===== src/hw/apm_config.svh =====
////////////////////////////////////////
// AXI performance monitor configuration
// Counter widths, register map offsets
// and the capability word
////////////////////////////////////////

`ifndef APM_CONFIG_SVH
`define APM_CONFIG_SVH

// Counter widths
`define APM_CW_CLK       32
`define APM_CW_HS        16
`define APM_CW_FL_MAX    8
`define APM_CW_FL_ACC    24
`define APM_CW_STALL     16
`define APM_CW_STALL_MAX 4
`define APM_CW_EXCL      8

`define APM_N_STATS      22

// Register map
`define APM_ADDR_CAP     12'h000
`define APM_ADDR_CTRL    12'h004
`define APM_ADDR_STAT    12'h008

// Clock, handshakes, in flight, stalls, exclusives
`define APM_CAP_VALUE    32'h0000_00A7

`endif


===== src/hw/apm_pkg.sv =====
////////////////////////////////////////
// AXI performance monitor types
// Channel handshake structs, statistic
// words and the control register
////////////////////////////////////////

`default_nettype none

`include "apm_config.svh"

package apm_pkg;

  typedef logic [11:0] apb_addr_t;
  typedef logic [31:0] apb_data_t;
  typedef logic [1:0]  resp_t;

  typedef struct packed {
    logic valid;
    logic ready;
  } chan_hs_t;

  // AR and AW
  typedef struct packed {
    chan_hs_t hs;
    logic     lock;
  } cmd_chan_t;

  typedef struct packed {
    chan_hs_t hs;
    logic     last;
  } r_chan_t;

  typedef struct packed {
    chan_hs_t hs;
    resp_t    resp;
  } b_chan_t;

  // One readout statistic, value zero-extended to 32 bits
  typedef struct packed {
    logic      oflw;
    apb_data_t value;
  } stat_t;

  typedef stat_t [`APM_N_STATS-1:0] stat_bank_t;

  typedef struct packed {
    logic clr;
    logic en;
  } ctrl_t;

endpackage

`default_nettype wire


===== src/hw/apm_event_counter.sv =====
////////////////////////////////////////
// Event counter
// Clearable up-counter with a sticky
// overflow flag
////////////////////////////////////////

`timescale 1ns/1ps
`default_nettype none

module apm_event_counter #(
  parameter int unsigned WIDTH = 16
) (
  input  logic           clk_axi_i,
  input  logic           rst_n_i,
  input  logic           clr_i,
  input  logic           inc_i,
  output apm_pkg::stat_t stat_o
);

  logic [WIDTH-1:0] cnt_q;
  logic             oflw_q;
  logic [WIDTH:0]   cnt_inc;

  // Top bit is the carry out
  assign cnt_inc = {1'b0, cnt_q} + 1'b1;

  always_ff @(posedge clk_axi_i) begin
    if (!rst_n_i || clr_i) begin
      cnt_q  <= '0;
      oflw_q <= 1'b0;
    end else if (inc_i) begin
      cnt_q  <= cnt_inc[WIDTH-1:0];
      oflw_q <= oflw_q | cnt_inc[WIDTH];
    end
  end

  always_comb begin
    stat_o                  = '0;
    stat_o.oflw             = oflw_q;
    stat_o.value[WIDTH-1:0] = cnt_q;
  end

endmodule

`default_nettype wire


===== src/hw/apm_stall_tracker.sv =====
////////////////////////////////////////
// Stall tracker
// Counts valid-without-ready cycles of
// one channel and the longest stall run
////////////////////////////////////////

`timescale 1ns/1ps
`default_nettype none

`include "apm_config.svh"

module apm_stall_tracker (
  input  logic              clk_axi_i,
  input  logic              rst_n_i,
  input  apm_pkg::ctrl_t    ctrl_i,
  input  apm_pkg::chan_hs_t chan_i,
  output apm_pkg::stat_t    total_o,
  output apm_pkg::stat_t    max_o
);

  localparam int unsigned MW = `APM_CW_STALL_MAX;

  logic          stall;
  logic          hs;
  logic          run_sat;
  logic [MW-1:0] run_q;
  logic [MW-1:0] run_d;
  logic [MW-1:0] max_q;
  logic          max_oflw_q;

  assign stall = chan_i.valid & ~chan_i.ready;
  assign hs    = chan_i.valid & chan_i.ready;

  apm_event_counter #(
    .WIDTH (`APM_CW_STALL)
  ) i_total (
    .clk_axi_i (clk_axi_i),
    .rst_n_i   (rst_n_i),
    .clr_i     (ctrl_i.clr),
    .inc_i     (ctrl_i.en & stall),
    .stat_o    (total_o)
  );

  // A stall cycle with the run already at all ones overflows the maximum
  assign run_sat = ctrl_i.en & stall & (run_q == '1);

  always_comb begin
    run_d = run_q;
    if (hs) begin
      run_d = '0;
    end else if (ctrl_i.en && stall && !run_sat) begin
      run_d = run_q + 1'b1;
    end
  end

  always_ff @(posedge clk_axi_i) begin
    if (!rst_n_i || ctrl_i.clr) begin
      run_q      <= '0;
      max_q      <= '0;
      max_oflw_q <= 1'b0;
    end else begin
      run_q <= run_d;
      if (run_d > max_q) begin
        max_q <= run_d;
      end
      if (run_sat) begin
        max_oflw_q <= 1'b1;
      end
    end
  end

  always_comb begin
    max_o               = '0;
    max_o.oflw          = max_oflw_q;
    max_o.value[MW-1:0] = max_q;
  end

endmodule

`default_nettype wire


===== src/hw/apm_inflight_tracker.sv =====
////////////////////////////////////////
// In-flight tracker
// Up/down count of open transactions,
// its maximum and per-cycle sum
////////////////////////////////////////

`timescale 1ns/1ps
`default_nettype none

`include "apm_config.svh"

module apm_inflight_tracker (
  input  logic           clk_axi_i,
  input  logic           rst_n_i,
  input  apm_pkg::ctrl_t ctrl_i,
  input  logic           inc_i,
  input  logic           dec_i,
  output apm_pkg::stat_t acc_o,
  output apm_pkg::stat_t max_o
);

  localparam int unsigned CW = `APM_CW_FL_MAX;
  localparam int unsigned AW = `APM_CW_FL_ACC;

  logic          up;
  logic          down;
  logic [CW:0]   cnt_d;
  logic [CW-1:0] cnt_q;
  logic [CW-1:0] max_q;
  logic          cnt_oflw_q;
  logic [AW:0]   acc_sum;
  logic [AW-1:0] acc_q;
  logic          acc_oflw_q;

  // Simultaneous open and close cancel
  assign up   = ctrl_i.en & inc_i & ~dec_i;
  assign down = ctrl_i.en & dec_i & ~inc_i;

  // MSB flags a wrap in either direction
  always_comb begin
    cnt_d = {1'b0, cnt_q};
    if (up) begin
      cnt_d = {1'b0, cnt_q} + 1'b1;
    end else if (down) begin
      cnt_d = {1'b0, cnt_q} - 1'b1;
    end
  end

  assign acc_sum = {1'b0, acc_q} + {{(AW - CW + 1){1'b0}}, cnt_q};

  always_ff @(posedge clk_axi_i) begin
    if (!rst_n_i || ctrl_i.clr) begin
      cnt_q      <= '0;
      max_q      <= '0;
      cnt_oflw_q <= 1'b0;
      acc_q      <= '0;
      acc_oflw_q <= 1'b0;
    end else begin
      cnt_q <= cnt_d[CW-1:0];
      if (cnt_d[CW]) begin
        cnt_oflw_q <= 1'b1;
      end
      if (cnt_d[CW-1:0] > max_q) begin
        max_q <= cnt_d[CW-1:0];
      end
      if (ctrl_i.en) begin
        acc_q <= acc_sum[AW-1:0];
        if (acc_sum[AW]) begin
          acc_oflw_q <= 1'b1;
        end
      end
    end
  end

  always_comb begin
    acc_o               = '0;
    acc_o.oflw          = acc_oflw_q | cnt_oflw_q;
    acc_o.value[AW-1:0] = acc_q;
    max_o               = '0;
    max_o.oflw          = cnt_oflw_q;
    max_o.value[CW-1:0] = max_q;
  end

endmodule

`default_nettype wire


===== src/hw/apm_regs.sv =====
////////////////////////////////////////
// Monitor register file
// APB slave with capability, control
// and statistic readout words
////////////////////////////////////////

`timescale 1ns/1ps
`default_nettype none

`include "apm_config.svh"

module apm_regs (
  input  logic                clk_axi_i,
  input  logic                rst_n_i,
  input  logic                psel_i,
  input  logic                penable_i,
  input  logic                pwrite_i,
  input  apm_pkg::apb_addr_t  paddr_i,
  input  apm_pkg::apb_data_t  pwdata_i,
  input  apm_pkg::stat_bank_t stats_i,
  output apm_pkg::apb_data_t  prdata_o,
  output logic                pslverr_o,
  output apm_pkg::ctrl_t      ctrl_o
);

  import apm_pkg::*;

  logic      access;
  logic      ctrl_we;
  logic      stat_hit;
  logic      rd_err;
  apb_addr_t stat_off;
  logic [8:0] stat_idx;
  apb_data_t rdata;
  ctrl_t     ctrl_q;

  assign access = psel_i & penable_i;

  // Two words per statistic, value then overflow
  assign stat_off = paddr_i - `APM_ADDR_STAT;
  assign stat_idx = stat_off[11:3];
  assign stat_hit = (paddr_i >= `APM_ADDR_STAT) && (stat_idx < `APM_N_STATS) &&
                    (paddr_i[1:0] == 2'b00);

  always_comb begin
    rdata  = '0;
    rd_err = 1'b0;
    if (paddr_i == `APM_ADDR_CAP) begin
      rdata = `APM_CAP_VALUE;
    end else if (paddr_i == `APM_ADDR_CTRL) begin
      rdata = {30'b0, ctrl_q};
    end else if (stat_hit) begin
      if (stat_off[2]) begin
        rdata = {stats_i[stat_idx].oflw, 31'b0};
      end else begin
        rdata = stats_i[stat_idx].value;
      end
    end else begin
      rd_err = 1'b1;
    end
  end

  assign prdata_o  = (access && !pwrite_i) ? rdata : '0;

  // Only the control word is writable
  assign pslverr_o = access && (pwrite_i ? (paddr_i != `APM_ADDR_CTRL) : rd_err);

  assign ctrl_we = access & pwrite_i & (paddr_i == `APM_ADDR_CTRL);

  always_ff @(posedge clk_axi_i) begin
    if (!rst_n_i) begin
      ctrl_q <= '0;
    end else if (ctrl_we) begin
      ctrl_q <= ctrl_t'(pwdata_i[1:0]);
    end
  end

  assign ctrl_o = ctrl_q;

endmodule

`default_nettype wire


===== src/hw/axi_perf_mon.sv =====
////////////////////////////////////////
// AXI performance monitor
// Observes one AXI port and exposes
// traffic statistics over APB
////////////////////////////////////////

`timescale 1ns/1ps
`default_nettype none

`include "apm_config.svh"

module axi_perf_mon (
  input  logic               clk_axi_i,
  input  logic               rst_n_i,
  // Monitored AXI channels
  input  apm_pkg::cmd_chan_t ar_i,
  input  apm_pkg::cmd_chan_t aw_i,
  input  apm_pkg::r_chan_t   r_i,
  input  apm_pkg::chan_hs_t  w_i,
  input  apm_pkg::b_chan_t   b_i,
  // APB readout and control
  input  logic               psel_i,
  input  logic               penable_i,
  input  logic               pwrite_i,
  input  apm_pkg::apb_addr_t paddr_i,
  input  apm_pkg::apb_data_t pwdata_i,
  output apm_pkg::apb_data_t prdata_o,
  output logic               pslverr_o
);

  import apm_pkg::*;

  ctrl_t          ctrl;
  stat_bank_t     stats;
  logic           ar_hs;
  logic           aw_hs;
  logic           r_hs;
  logic           w_hs;
  logic           b_hs;
  logic [3:0]     hs_evt;
  logic [2:0]     excl_evt;
  chan_hs_t [4:0] stall_chan;

  assign ar_hs = ar_i.hs.valid & ar_i.hs.ready;
  assign aw_hs = aw_i.hs.valid & aw_i.hs.ready;
  assign r_hs  = r_i.hs.valid & r_i.hs.ready;
  assign w_hs  = w_i.valid & w_i.ready;
  assign b_hs  = b_i.hs.valid & b_i.hs.ready;

  assign hs_evt = {w_hs, r_hs, aw_hs, ar_hs};

  // EXOKAY is response 2'b01
  assign excl_evt = {b_hs & (b_i.resp == resp_t'(2'b01)),
                     aw_hs & aw_i.lock,
                     ar_hs & ar_i.lock};

  assign stall_chan = {b_i.hs, w_i, r_i.hs, aw_i.hs, ar_i.hs};

  apm_event_counter #(
    .WIDTH (`APM_CW_CLK)
  ) i_cnt_clk (
    .clk_axi_i (clk_axi_i),
    .rst_n_i   (rst_n_i),
    .clr_i     (ctrl.clr),
    .inc_i     (ctrl.en),
    .stat_o    (stats[0])
  );

  for (genvar i = 0; i < 4; i++) begin : gen_hs
    apm_event_counter #(
      .WIDTH (`APM_CW_HS)
    ) i_cnt_hs (
      .clk_axi_i (clk_axi_i),
      .rst_n_i   (rst_n_i),
      .clr_i     (ctrl.clr),
      .inc_i     (ctrl.en & hs_evt[i]),
      .stat_o    (stats[1+i])
    );
  end

  // Reads open on AR and close on the last R beat
  apm_inflight_tracker i_fl_r (
    .clk_axi_i (clk_axi_i),
    .rst_n_i   (rst_n_i),
    .ctrl_i    (ctrl),
    .inc_i     (ar_hs),
    .dec_i     (r_hs & r_i.last),
    .acc_o     (stats[5]),
    .max_o     (stats[6])
  );

  apm_inflight_tracker i_fl_w (
    .clk_axi_i (clk_axi_i),
    .rst_n_i   (rst_n_i),
    .ctrl_i    (ctrl),
    .inc_i     (aw_hs),
    .dec_i     (b_hs),
    .acc_o     (stats[7]),
    .max_o     (stats[8])
  );

  // AR, AW, R, W, B
  for (genvar i = 0; i < 5; i++) begin : gen_stall
    apm_stall_tracker i_stall (
      .clk_axi_i (clk_axi_i),
      .rst_n_i   (rst_n_i),
      .ctrl_i    (ctrl),
      .chan_i    (stall_chan[i]),
      .total_o   (stats[9+2*i]),
      .max_o     (stats[10+2*i])
    );
  end

  for (genvar i = 0; i < 3; i++) begin : gen_excl
    apm_event_counter #(
      .WIDTH (`APM_CW_EXCL)
    ) i_cnt_excl (
      .clk_axi_i (clk_axi_i),
      .rst_n_i   (rst_n_i),
      .clr_i     (ctrl.clr),
      .inc_i     (ctrl.en & excl_evt[i]),
      .stat_o    (stats[19+i])
    );
  end

  apm_regs i_regs (
    .clk_axi_i (clk_axi_i),
    .rst_n_i   (rst_n_i),
    .psel_i    (psel_i),
    .penable_i (penable_i),
    .pwrite_i  (pwrite_i),
    .paddr_i   (paddr_i),
    .pwdata_i  (pwdata_i),
    .stats_i   (stats),
    .prdata_o  (prdata_o),
    .pslverr_o (pslverr_o),
    .ctrl_o    (ctrl)
  );

endmodule

`default_nettype wire


===== config.mk =====
export PLATFORM = sky130hd
export DESIGN_NAME = axi_perf_mon
export DESIGN_NICKNAME = d
export VERILOG_FILES = /design/src/hw/apm_pkg.sv /design/src/hw/apm_event_counter.sv /design/src/hw/apm_stall_tracker.sv /design/src/hw/apm_inflight_tracker.sv /design/src/hw/apm_regs.sv /design/src/hw/axi_perf_mon.sv
export VERILOG_INCLUDE_DIRS = /design/src /design/src/hw
export SDC_FILE = /design/constraint.sdc
export NUM_CORES = 1
export LEC_CHECK = 0
export BUFFER_PORTS_ARGS = -buffer_cell sky130_fd_sc_hd__buf_2
export CAP_MARGIN = 0
export CORE_MARGIN = 2
export CORE_UTILIZATION = 56
export CTS_CLUSTER_DIAMETER = 120
export DETAILED_ROUTE_END_ITERATION = 16
export GPL_ROUTABILITY_DRIVEN = 0
export PLACE_DENSITY = 0.74
export SETUP_SLACK_MARGIN = 0.15
export SLEW_MARGIN = 10
export SYNTH_ARGS = -nofsm -noshare
export SYNTH_HDL_FRONTEND = slang
export SYNTH_SLANG_ARGS = --single-unit

===== constraint.sdc =====
create_clock -name clk_axi_i -period 8.18 [get_ports clk_axi_i]
set_clock_uncertainty 0.15 [all_clocks]
set_input_delay 0.818 -clock clk_axi_i [delete_from_list [all_inputs] [get_ports clk_axi_i]]
set_output_delay 0.818 -clock clk_axi_i [all_outputs]
set_load 0.02 [all_outputs]

* Word-level counts from Yosys, hierarchy flattened
Cells that the tools add are included.
Storage, ports and cells: logic and storage cells 211, input port bits 64, output and inout bits 33, register bits after elaboration 344
Operators by class: magnitude comparators 10, mux-type cells 25, equality and inequality tests 8, add/subtract/negate cells 25, bitwise logic cells 64, reductions and logical operators 26
Operators with widths (number):
- 33-bit binary-select mux with 5-bit select | 1
- 32-bit 2-to-1 mux | 5
- 16-bit by 1-bit adder with 17-bit output, second input constant | 9
- 24-bit by 8-bit adder with 25-bit output | 2
- 8-bit by 1-bit adder with 9-bit output, second input constant | 5
- 1-bit bitwise AND | 40
- 4-bit 2-to-1 mux | 10
- 9-bit 2-to-1 mux | 4
- 32-bit by 1-bit adder with 33-bit output, second input constant | 1
- 33-bit 2-to-1 mux | 1
- 4-bit by 1-bit adder with 4-bit output, second input constant | 5
- 4-bit equality test, second input constant | 5
- 4-bit > comparator | 5
- 8-bit by 1-bit subtractor with 9-bit output, second input constant | 2
- 8-bit > comparator | 2
- 1-bit bitwise OR | 15
- 1-bit logical AND | 14
- 12-bit by 3-bit equality test with 1-bit output, second input constant | 1
- 12-bit by 4-bit >= comparator with 1-bit output, second input constant | 1
- 12-bit logical NOT | 1
- 12-bit by 3-bit inequality test with 1-bit output, second input constant | 1
- 12-bit by 4-bit subtractor with 12-bit output, second input constant | 1
- 9-bit by 5-bit less-than comparator with 1-bit output, second input constant | 1
- 9-bit by 6-bit less-than comparator with 1-bit output, second input constant | 1
- other kinds (7) | 25

* Logic depth before layout (Yosys ltp)
Gate-level depths: netlist of run 1.
depth in word-level cells 9, gate-level depth with buffers 15, depth with buffers taken out 13

* Modules after synthesis
From an unflattened synthesis of run 1, not the netlist that was laid out.
Second synthesis, totals: cells, all modules 3052, area, all modules 27694.1 um2
By module, submodules not included:
- apm_event_counter at gen_hs[0].i_cnt_hs ... | seq. area each 340.3 um2, cells each 111, area an instance 943.4 um2, times used 9
- apm_regs | seq. area each 40.0 um2, cells each 516, area an instance 6303.5 um2, times used 1
- apm_stall_tracker at gen_stall[0].i_stall ... | seq. area each 180.2 um2, cells each 94, area an instance 790.8 um2, times used 4
- apm_inflight_tracker at i_fl_r | seq. area each 840.8 um2, cells each 346, area an instance 2856.5 um2, times used 1
- apm_inflight_tracker at i_fl_w | seq. area each 840.8 um2, cells each 320, area an instance 2703.8 um2, times used 1
- apm_event_counter at gen_excl[0].i_cnt_excl ... | seq. area each 180.2 um2, cells each 69, area an instance 578.1 um2, times used 3
- apm_event_counter at i_cnt_clk | seq. area each 660.6 um2, cells each 181, area an instance 1565.3 um2, times used 1
- apm_stall_tracker at gen_stall[4].i_stall | seq. area each 180.2 um2, cells each 95, area an instance 804.5 um2, times used 1
- axi_perf_mon | seq. area each 0.0 um2, cells each 12, area an instance 72.6 um2, times used 1

* Least setup slack after synthesis of run 1
Ideal clock, no wire load.
path kind in2out, from input port paddr_i[3], to output port prdata_o[31], setup slack 2965 ps, arrival 4247 ps, path buffers 6, stages on the path 13, required time 7212 ps, cell sequence buf_2 -> buf_2 -> clkbuf_1 -> inv_1 -> clkbuf_1 -> ha_1 -> buf_1 -> clkbuf_1 -> mux4_2 -> nand2_1 -> a31oi_1 -> a221oi_1 -> nor4_1
Between the ends: longest elaborated chain between the ends 8, elaborated cells between the ends (all ways) 14, classes of those cells 1 x add/sub; 2 x order compare; 1 x eq/ne; 7 x mux; 3 x reduce/logical
RTL lines:
- start, declared | RTL line axi_perf_mon.sv:25 | input apm_pkg::apb_addr_t paddr_i,
- 12-bit by 4-bit subtractor with 12-bit output (no line)
- 33-bit binary-select mux with 5-bit select / 9-bit by 5-bit less-than comparator with 1-bit output (equally long branches)
- 33-bit 2-to-1 mux (not written as such) / 1-bit logical AND (equally long branches) | RTL line apm_regs.sv:54, apm_regs.sv:42
- 32-bit 2-to-1 mux / 1-bit logical AND (equally long branches) | RTL line apm_regs.sv:53, apm_regs.sv:42
- 32-bit 2-to-1 mux | RTL line apm_regs.sv:52 | end else if (stat_hit) begin
- 32-bit 2-to-1 mux | RTL line apm_regs.sv:50 | end else if (paddr_i == `APM_ADDR_CTRL) begin
- 32-bit 2-to-1 mux * | RTL line apm_regs.sv:48 | if (paddr_i == `APM_ADDR_CAP) begin
- 32-bit 2-to-1 mux * | RTL line apm_regs.sv:63 | assign prdata_o = (access && !pwrite_i) ? rdata : '0;
- end, declared | RTL line axi_perf_mon.sv:27 | output apm_pkg::apb_data_t prdata_o,
Every way passes the cells marked *; elsewhere a longest branch is shown, timed or not. The select of a mux whose other input is x is not followed.

* Final worst setup path of run 1
from input port paddr_i[3], to output port prdata_o[0]
Between the ends: longest elaborated chain between the ends 8, elaborated cells between the ends (all ways) 14, classes of those cells 1 x add/sub; 2 x order compare; 1 x eq/ne; 7 x mux; 3 x reduce/logical
RTL lines (RTL line):
- 12-bit by 4-bit subtractor with 12-bit output (no line)
- 33-bit binary-select mux with 5-bit select / 9-bit by 5-bit less-than comparator with 1-bit output (equally long branches)
- 33-bit 2-to-1 mux / 1-bit logical AND (equally long branches)
- 32-bit 2-to-1 mux / 1-bit logical AND (equally long branches) | apm_regs.sv:53, apm_regs.sv:42
- 32-bit 2-to-1 mux | apm_regs.sv:52
- 32-bit 2-to-1 mux | apm_regs.sv:50
- 32-bit 2-to-1 mux * | apm_regs.sv:48
- 32-bit 2-to-1 mux * | apm_regs.sv:63
Marks and branches as above.

==> results of run 1 <==
[metrics by stage]
step	power (W)	setup slack, ps
global placement	0.00189	2810
floorplan	0.00184	2970
global route	0.00374	2590
finish	0.00364	2720
detailed placement	0.00189	2760
CTS	0.00366	2760
[final cells by class]
type	instances	area, um2
well taps	448	561
clock buffers	59	1130
flip-flops and latches	344	6890
multi-input cells	1671	11500
clock inverters	10	168
fillers	2831	12500
inverters	79	297
repair buffers	81	445
[layout by cell type, fill, tap and decap left out, drive strengths merged, types with 59 or more instances in the layout]
master    n
a21oi    86
buf      81
clkbuf   59
dfxtp   344
ha       75
inv      80
mux2i    64
nand2   165
nand3    87
nand4    67
nor2    343
o21ai    68
xnor2    93
xor2    119
[power by group through the flow]
stage	logic, W	clock network (W)	registers (W)
final	0.000178	0.00178	0.00168
after global routing	0.000190	0.00188	0.00168
after CTS	0.000175	0.00180	0.00168
after detailed placement	0.000174	0	0.00171
after global placement	0.000172	0	0.00171
after floorplan	0.000123	0	0.00171
[synth_stat cells, drive strengths merged (19+ instances only)]
master / n
xnor2: 93
nand4: 67
nand2: 165
inv: 79
and2: 43
mux2i: 64
a21oi: 86
nand3: 87
a22oi: 23
xor2: 119
buf: 26
o21ai: 68
or3: 43
nor3: 36
nor2b: 19
nor2: 343
a211oi: 21
clkbuf: 82
and3: 42
and4: 29
mux4: 52
ha: 75
dfxtp: 344
mux2: 19
[state kept, by name, summed over array words and instances, names as in the netlist, 20 cells and up]
register	cells
gen_excl.i_cnt_excl.cnt_q	24
gen_hs.i_cnt_hs.cnt_q	64
gen_stall.i_stall.i_total.cnt_q	80
gen_stall.i_stall.max_q	20
gen_stall.i_stall.run_q	20
i_cnt_clk.cnt_q	32
i_fl_r.acc_q	24
i_fl_w.acc_q	24
[critical path, cell delays in order]
cell and delay (ps):
sky130_fd_sc_hd__buf_4 370, sky130_fd_sc_hd__inv_1 360, sky130_fd_sc_hd__ha_4 810, sky130_fd_sc_hd__buf_4 490, sky130_fd_sc_hd__mux4_2 420, sky130_fd_sc_hd__mux4_2 540
sky130_fd_sc_hd__a22o_1 270, sky130_fd_sc_hd__a21oi_1 160, sky130_fd_sc_hd__a211oi_1 70, sky130_fd_sc_hd__buf_2 160
[logic make-up (layout without fill, tap and decap cells)]
logic type | count (synthesis) | after routing | share of synthesized area [%]
simple gates | 920 | 920 | 23.4
flops | 344 | 344 | 36.0
compound gates | 327 | 327 | 11.2
xor+xnor | 212 | 212 | 9.72
buf+inv | 187 | 229 | 3.82
mux | 135 | 135 | 10.6
fa+ha+maj | 77 | 77 | 5.12
[how the worst max path moves through the flow]
stage,start,endpoint,cells after the start
floorplan,paddr_i[3],prdata_o[31],13
global placement,paddr_i[3],prdata_o[0],10
detailed placement,paddr_i[3],prdata_o[0],10
CTS,paddr_i[3],prdata_o[0],10
global route,paddr_i[3],prdata_o[0],10
finish,paddr_i[3],prdata_o[0],10
[routing by layer]
layer  global-route usage (%)  wire length, um
met2                     45.7            23000
met1                     36.1            21200
met4                     11.3             1810
met3                     5.14             3830
met5                        0                0
==> results.py, run 1 <==
metrics = {
    "timing": {
        "final_critical_path_share_of_the_clock_period_pct": 66.7,
        "worst_slew_margin_rel_pct": 21.5,
        "unrepaired_setup_endpoints_after_global_routing": "false",
        "slew_violations": 0,
        "max_slew.worst_pin.slew_ps": 1170,
        "hold_viol": 0,
        "final-setup-viol-count": 0,
        "fin_setup_tns_ps": 0,
        "final_period_minus_worst_setup_slack_ps": 5460,
        "timing.fmax_mhz": 183,
        "fin_worst_hold_slack_ps": 322,
    },
    "power": {
        "internal-power_w": 0.00281,
        "p_switching_w": 0.000827,
        "p_sw_share_pct": 22.7,
        "seq_power_share_pct": 46.1,
        "vdd.ir_drop.worst_mv": 0.157,
        "leakage_power_nw": 7.86,
        "power-per-cell-area_nw_per_um2": 173,
        "power.share.combinational_pct": 4.9,
        "share_clk_of_total_power_pct": 49.0,
    },
    "clocking": {
        "clkSinkCount": 344,
        "cts_resized": 0,
        "cts_buffer_depth": 3,
        "tritoncts": "done",
        "htree_levels": 2,
        "clkSlewWorstSetupHoldPaths_ps": 60,
        "worstSkewPairLatency_ps": 540,
        "cts_setup_buffers": 0,
        "cts_root_buf": "sky130_fd_sc_hd__clkbuf_16",
        "number_of_buffers_created_by_cts": 39,
        "cts-hold-fix-buffers": 0,
    },
    "synth": {
        "synth_largest_type_area_fraction_pct": 36.0,
        "async_reset_ff_share_pct": 0,
        "synth_seq_cells": 344,
        "yosys_warnings": 0,
        "avgSynthCellArea_um2": 8.68,
        "syn-cell-area_um2": 19100,
        "yosysUniqueCellTypes": 70,
        "synth_enable_flop_cells": 0,
        "synth_seq_area_share_pct": 36.0,
        "synth-main-ff-cell": "sky130_fd_sc_hd__dfxtp_1",
        "synth.largest_area_cell": "sky130_fd_sc_hd__dfxtp_1",
        "yosys-top-cells-area": "sky130_fd_sc_hd__dfxtp_1 36%, sky130_fd_sc_hd__nor2_1 6.7%, sky130_fd_sc_hd__mux4_2 6.0%",
        "synthesis.instances": 2202,
        "synthesized_netlist_net_count": 2343,
    },
    "placement": {
        "post_placement_cell_area_um2": 19700,
        "place_hpwl_um": 36200,
        "numPlacedInstances": 2623,
        "io_buf_count": 66,
    },
    "critical_path": {
        "worst-r2r-cell-count": 11,
        "endpoint_kind": "output pin",
        "crit-reg2reg-launch": "i_regs.ctrl_o[0]",
        "cp.required_ps": 7210,
        "regToRegEndpoint": "i_fl_w.max_q[7]",
        "reg2reg_setup_slack_ps": 3810,
        "path_class": "in -> out",
        "critPathArrivalTime_ps": 4490,
        "crit_path_max_fanout": 47,
        "worst_setup_path_start_kind": "input port",
    },
    "grt": {
        "grt_max_degree": 104,
        "first_global_vias": 15667,
        "global_route.overflow_total": 0,
        "antenna_found_initial": 1,
        "grt_first_pass_wirelength_um": 80100,
        "globalRouteTotalUtil_pct": 27.8,
    },
    "die": {
        "pin_count": 97,
        "fp.dieW_um": 189,
        "fp.coreArea_um2": 33500,
        "die_area_um2": 35600,
        "die-height_um": 189,
        "std_cell_rows": 67,
        "start_util_pct": 57.0,
    },
    "layout": {
        "layout-area-overhead-vs-synth_pct": 9.97,
        "post_route_cells_drive_above_1_share_pct": 10.2,
        "post_layout_nonfiller_instances": 2692,
        "final_net_count": 2357,
        "core_utilization_of_the_finished_layout_pct": 62.7,
        "n_antenna_cell": 0,
        "final_cell_area_um2": 21000,
    },
    "drt": {
        "drtPass1Iterations": 5,
        "drc": 0,
        "antenna_left": 0,
        "mean_number_of_vias_per_cell": 6.07,
        "num_vias": 16342,
        "routed_wirelength_um": 49800,
        "dr.first_iter.drc_count": 1562,
        "route.detailed.wl_per_inst_um": 18.5,
    },
    "hold_path": {
        "worstHoldPathCells": 2,
        "min_from": "gen_hs[1].i_cnt_hs.oflw_q",
        "worst_hold_path.endpoint": "gen_hs[1].i_cnt_hs.oflw_q",
        "holdCritPathClass": "reg -> reg",
    },
    "outcome": {
        "outcome": "complete, no violations",
    },
    "job": {
        "max_cap_viol_count": 0,
    },
}
Power figures use the tool's default switching activity.
==> inputs of run 2 (changes only) <==
--- a/config.mk
+++ b/config.mk
@@ -6,6 +6,7 @@
 export SDC_FILE = /design/constraint.sdc
 export NUM_CORES = 1
 export LEC_CHECK = 0
+export ABC_AREA = 1
 export BUFFER_PORTS_ARGS = -buffer_cell sky130_fd_sc_hd__buf_2
 export CAP_MARGIN = 0
 export CORE_MARGIN = 2
==> constraint.sdc (replaced) <==
create_clock -name clk_axi_i -period 5.1 [get_ports clk_axi_i]
set_clock_uncertainty 0.15 [all_clocks]
set_input_delay 0.51 -clock clk_axi_i [delete_from_list [all_inputs] [get_ports clk_axi_i]]
set_output_delay 0.51 -clock clk_axi_i [all_outputs]
set_load 0.02 [all_outputs]
==> run 2 against run 1 <==
  * Sequential power up 73%
  * Largest power group is now registers
  * Non-clock buffer count up 8
  * Clock power up 58%
==> results.py, run 2 <==
metrics = {
    "layout": {
        "final_cell_area_um2": 22600,
        "largestRegisters": "gen_stall.i_stall.i_total.cnt_q: 80 flops, gen_hs.i_cnt_hs.cnt_q: 64 flops, i_cnt_clk.cnt_q: 32 flops",
        "most_used_cells_in_the_layout_excluding_fill_and_tap_cells": "650 x sky130_fd_sc_hd__nand2_1, 470 x sky130_fd_sc_hd__inv_1, 394 x sky130_fd_sc_hd__nor2_1, 343 x sky130_fd_sc_hd__dfxtp_1, 275 x sky130_fd_sc_hd__o21ai_0",
        "largest_register_ffs": 80,
        "multi_input_gate_area_um2": 11600,
        "largest-register": "gen_stall.i_stall.i_total.cnt_q",
        "post_route_cells_drive_above_1_share_pct": 6.30,
        "commonest_non_fill_non_tap_cell_in_the_layout": "sky130_fd_sc_hd__nand2_1",
        "core_utilization_of_the_finished_layout_pct": 61.9,
        "fillerInstances": 3479,
        "area.sequential_um2": 6890,
        "n_antenna_cell": 0,
        "final_net_count": 3373,
        "layout-area-overhead-vs-synth_pct": 9.24,
    },
    "drt": {
        "route.detailed.wl_per_inst_um": 16.7,
        "mean_number_of_vias_per_cell": 5.73,
        "antenna_left": 0,
        "drc": 0,
        "routed_wirelength_um": 62100,
        "dr.first_iter.drc_count": 1848,
        "drtPass1Iterations": 8,
        "num_vias": 21351,
    },
    "clocking": {
        "worstSkewPairLatency_ps": 550,
        "number_of_buffers_created_by_cts": 39,
        "htree_levels": 2,
        "tritoncts": "done",
        "clkSlewWorstSetupHoldPaths_ps": 60,
        "clkSinkCount": 344,
        "cts_setup_buffers": 0,
        "cts-hold-fix-buffers": 0,
        "cts_root_buf": "sky130_fd_sc_hd__clkbuf_16",
        "cts_resized": 0,
        "cts_buffer_depth": 3,
    },
    "critical_path": {
        "reg2reg_setup_slack_ps": 1140,
        "worst-r2r-cell-count": 15,
        "path_class": "reg -> reg",
        "crit-reg2reg-launch": "i_regs.ctrl_o[0]",
        "regToRegEndpoint": "gen_stall[3].i_stall.max_q[0]",
        "worst_setup_path_start_kind": "flop",
        "critPathArrivalTime_ps": 4280,
        "crit_path_max_fanout": 47,
        "endpoint_kind": "flop",
        "cp.required_ps": 5420,
    },
    "grt": {
        "antenna_found_initial": 0,
        "grt_max_degree": 100,
        "global_route.overflow_total": 0,
        "grt_first_pass_wirelength_um": 100000,
        "globalRouteTotalUtil_pct": 32.1,
        "first_global_vias": 20220,
    },
    "power": {
        "vdd.ir_drop.worst_mv": 0.281,
        "power-per-cell-area_nw_per_um2": 304,
        "leakage_power_nw": 9.25,
    },
    "timing": {
        "slew_violations": 0,
        "max_slew.worst_pin.slew_ps": 997,
        "unrepaired_setup_endpoints_after_global_routing": "false",
        "hold_viol": 0,
        "timing.fmax_mhz": 253,
        "worst_slew_margin_rel_pct": 33.5,
        "final_period_minus_worst_setup_slack_ps": 3960,
        "fin_worst_hold_slack_ps": 36.2,
        "fin_setup_tns_ps": 0,
        "final_critical_path_share_of_the_clock_period_pct": 77.6,
        "final-setup-viol-count": 0,
    },
    "synth": {
        "synth.largest_area_cell": "sky130_fd_sc_hd__dfxtp_1",
        "synthesis.instances": 3208,
        "syn-cell-area_um2": 20700,
        "synth_seq_cells": 344,
        "async_reset_ff_share_pct": 0,
        "synthesized_netlist_net_count": 3349,
        "synth_enable_flop_cells": 0,
        "synth-main-ff-cell": "sky130_fd_sc_hd__dfxtp_1",
        "synth_seq_area_share_pct": 33.3,
        "avgSynthCellArea_um2": 6.45,
        "synth_largest_type_area_fraction_pct": 33.3,
        "yosys-top-cells-area": "sky130_fd_sc_hd__dfxtp_1 33%, sky130_fd_sc_hd__nand2_1 12%, sky130_fd_sc_hd__inv_1 8.6%",
        "post_synth_most_frequent_cells": "651 x sky130_fd_sc_hd__nand2_1, 472 x sky130_fd_sc_hd__inv_1, 394 x sky130_fd_sc_hd__nor2_1",
        "yosys_warnings": 0,
        "most_used_standard_cell_by_instance_count_after_synthesis": "sky130_fd_sc_hd__nand2_1",
        "yosysUniqueCellTypes": 49,
    },
    "hold_path": {
        "holdCritPathClass": "in -> reg",
        "worstHoldPathCells": 3,
        "min_from": "pwdata_i[0]",
        "worst_hold_path.endpoint": "i_regs.ctrl_o[0]",
    },
    "die": {
        "die-height_um": 196,
        "fp.coreArea_um2": 36500,
        "fp.dieW_um": 196,
        "die_area_um2": 38500,
        "start_util_pct": 56.6,
        "std_cell_rows": 70,
        "pin_count": 97,
    },
    "job": {
        "max_cap_viol_count": 0,
    },
    "outcome": {
        "outcome": "complete, no violations",
    },
    "placement": {
        "io_buf_count": 66,
        "place_hpwl_um": 45100,
        "post_placement_cell_area_um2": 21400,
    },
}
==> run 2: cell types whose count changed after synthesis, moves of 75 or more <==
cell and change:
sky130_fd_sc_hd__xor2_1 -80, sky130_fd_sc_hd__inv_1 +394, sky130_fd_sc_hd__a21oi_1 +181, sky130_fd_sc_hd__xnor2_1 -75, sky130_fd_sc_hd__nand3_1 +97, sky130_fd_sc_hd__o21ai_0 +213, sky130_fd_sc_hd__nand2_1 +486
==> run 2: where the power goes <==
| part | switching, W | total, W | internal [W] |
|---|---|---|---|
| logic | 0.000793 | 0.00117 | 0.000373 |
| registers | 0.0000887 | 0.00290 | 0.00281 |
| clock network | 0.00115 | 0.00281 | 0.00166 |
| total | 0.00203 | 0.00688 | 0.00485 |
==> run 2: how the worst max path moves through the flow <==
| stage | slack [ps] | from | end | depth (start not counted) |
|---|---|---|---|---|
| 2_1_floorplan | 1870 | paddr_i[3] | prdata_o[17] | 12 |
| 3_3_place_gp | 1210 | aw_i[1] | i_fl_w.max_q[7] | 19 |
| 3_5_place_dp | 1090 | ar_i[2] | i_fl_r.max_q[7] | 16 |
| 4_1_cts | 1240 | i_regs.ctrl_o[0] | gen_stall[1].i_stall.max_q[3] | 15 |
| 5_1_grt | 800 | i_regs.ctrl_o[0] | gen_stall[1].i_stall.max_q[2] | 15 |
| 6_report | 1140 | i_regs.ctrl_o[0] | gen_stall[3].i_stall.max_q[0] | 15 |
==> run 2: through the flow <==
step	total power [W]	setup slack, ps	instances
floorplan	0.00376	1870	3208
global placement	0.00405	1210	3659
detailed placement	0.00410	1090	3659
CTS	0.00688	1240	3723
global route	0.00718	802	3723
finish	0.00688	1140	3723
==> run 2: layer usage <==
| layer | GRT usage, % | share of wire, % | wire, um | vias up |
|---|---|---|---|---|
| li1 | - | - | - | 10547 |
| met1 | 40.2 | 42 | 26000 | 9733 |
| met2 | 53.8 | 45 | 28000 | 884 |
| met3 | 5.09 | 8.1 | 5060 | 187 |
| met4 | 16.0 | 4.9 | 3070 | 0 |
| met5 | 0 | 0 | 0 | - |
==> run 2: logic make-up (layout without fill, tap and decap cells) <==
family / Yosys count / after routing / share of synthesized area, %
and+or+nand+nor: 1469 / 1469 / 30.7
buffers and inverters: 586 / 633 / 10.9
adders and majority gates: 77 / 77 / 4.73
AOI/OAI and AO/OA: 675 / 675 / 18.0
DFF: 344 / 344 / 33.3
xor gates and xnor gates: 57 / 57 / 2.41
==> run 2: critical path: stages (launching register included) <==
cell and delay (ps):
sky130_fd_sc_hd__dfxtp_2 350, sky130_fd_sc_hd__buf_4 510, sky130_fd_sc_hd__nand3b_1 540, sky130_fd_sc_hd__nor2_1 330
sky130_fd_sc_hd__inv_1 110, sky130_fd_sc_hd__nor2_1 200, sky130_fd_sc_hd__nand4_1 120, sky130_fd_sc_hd__nand3_1 150
sky130_fd_sc_hd__inv_1 60, sky130_fd_sc_hd__ha_1 290, sky130_fd_sc_hd__nand2_1 50, sky130_fd_sc_hd__inv_1 60
sky130_fd_sc_hd__o21ai_0 80, sky130_fd_sc_hd__a32oi_1 490, sky130_fd_sc_hd__o21ai_0 170, sky130_fd_sc_hd__a21oi_1 150
==> run 2: layout make-up <==
type | count | area share (%)
multi-input cells | 2278 | 51.2
well taps | 468 | 2.59
flip-flops and latches | 344 | 30.5
repair buffers | 89 | 2.28
clock inverters | 7 | 0.388
inverters | 480 | 7.98
clock buffers | 57 | 5.12
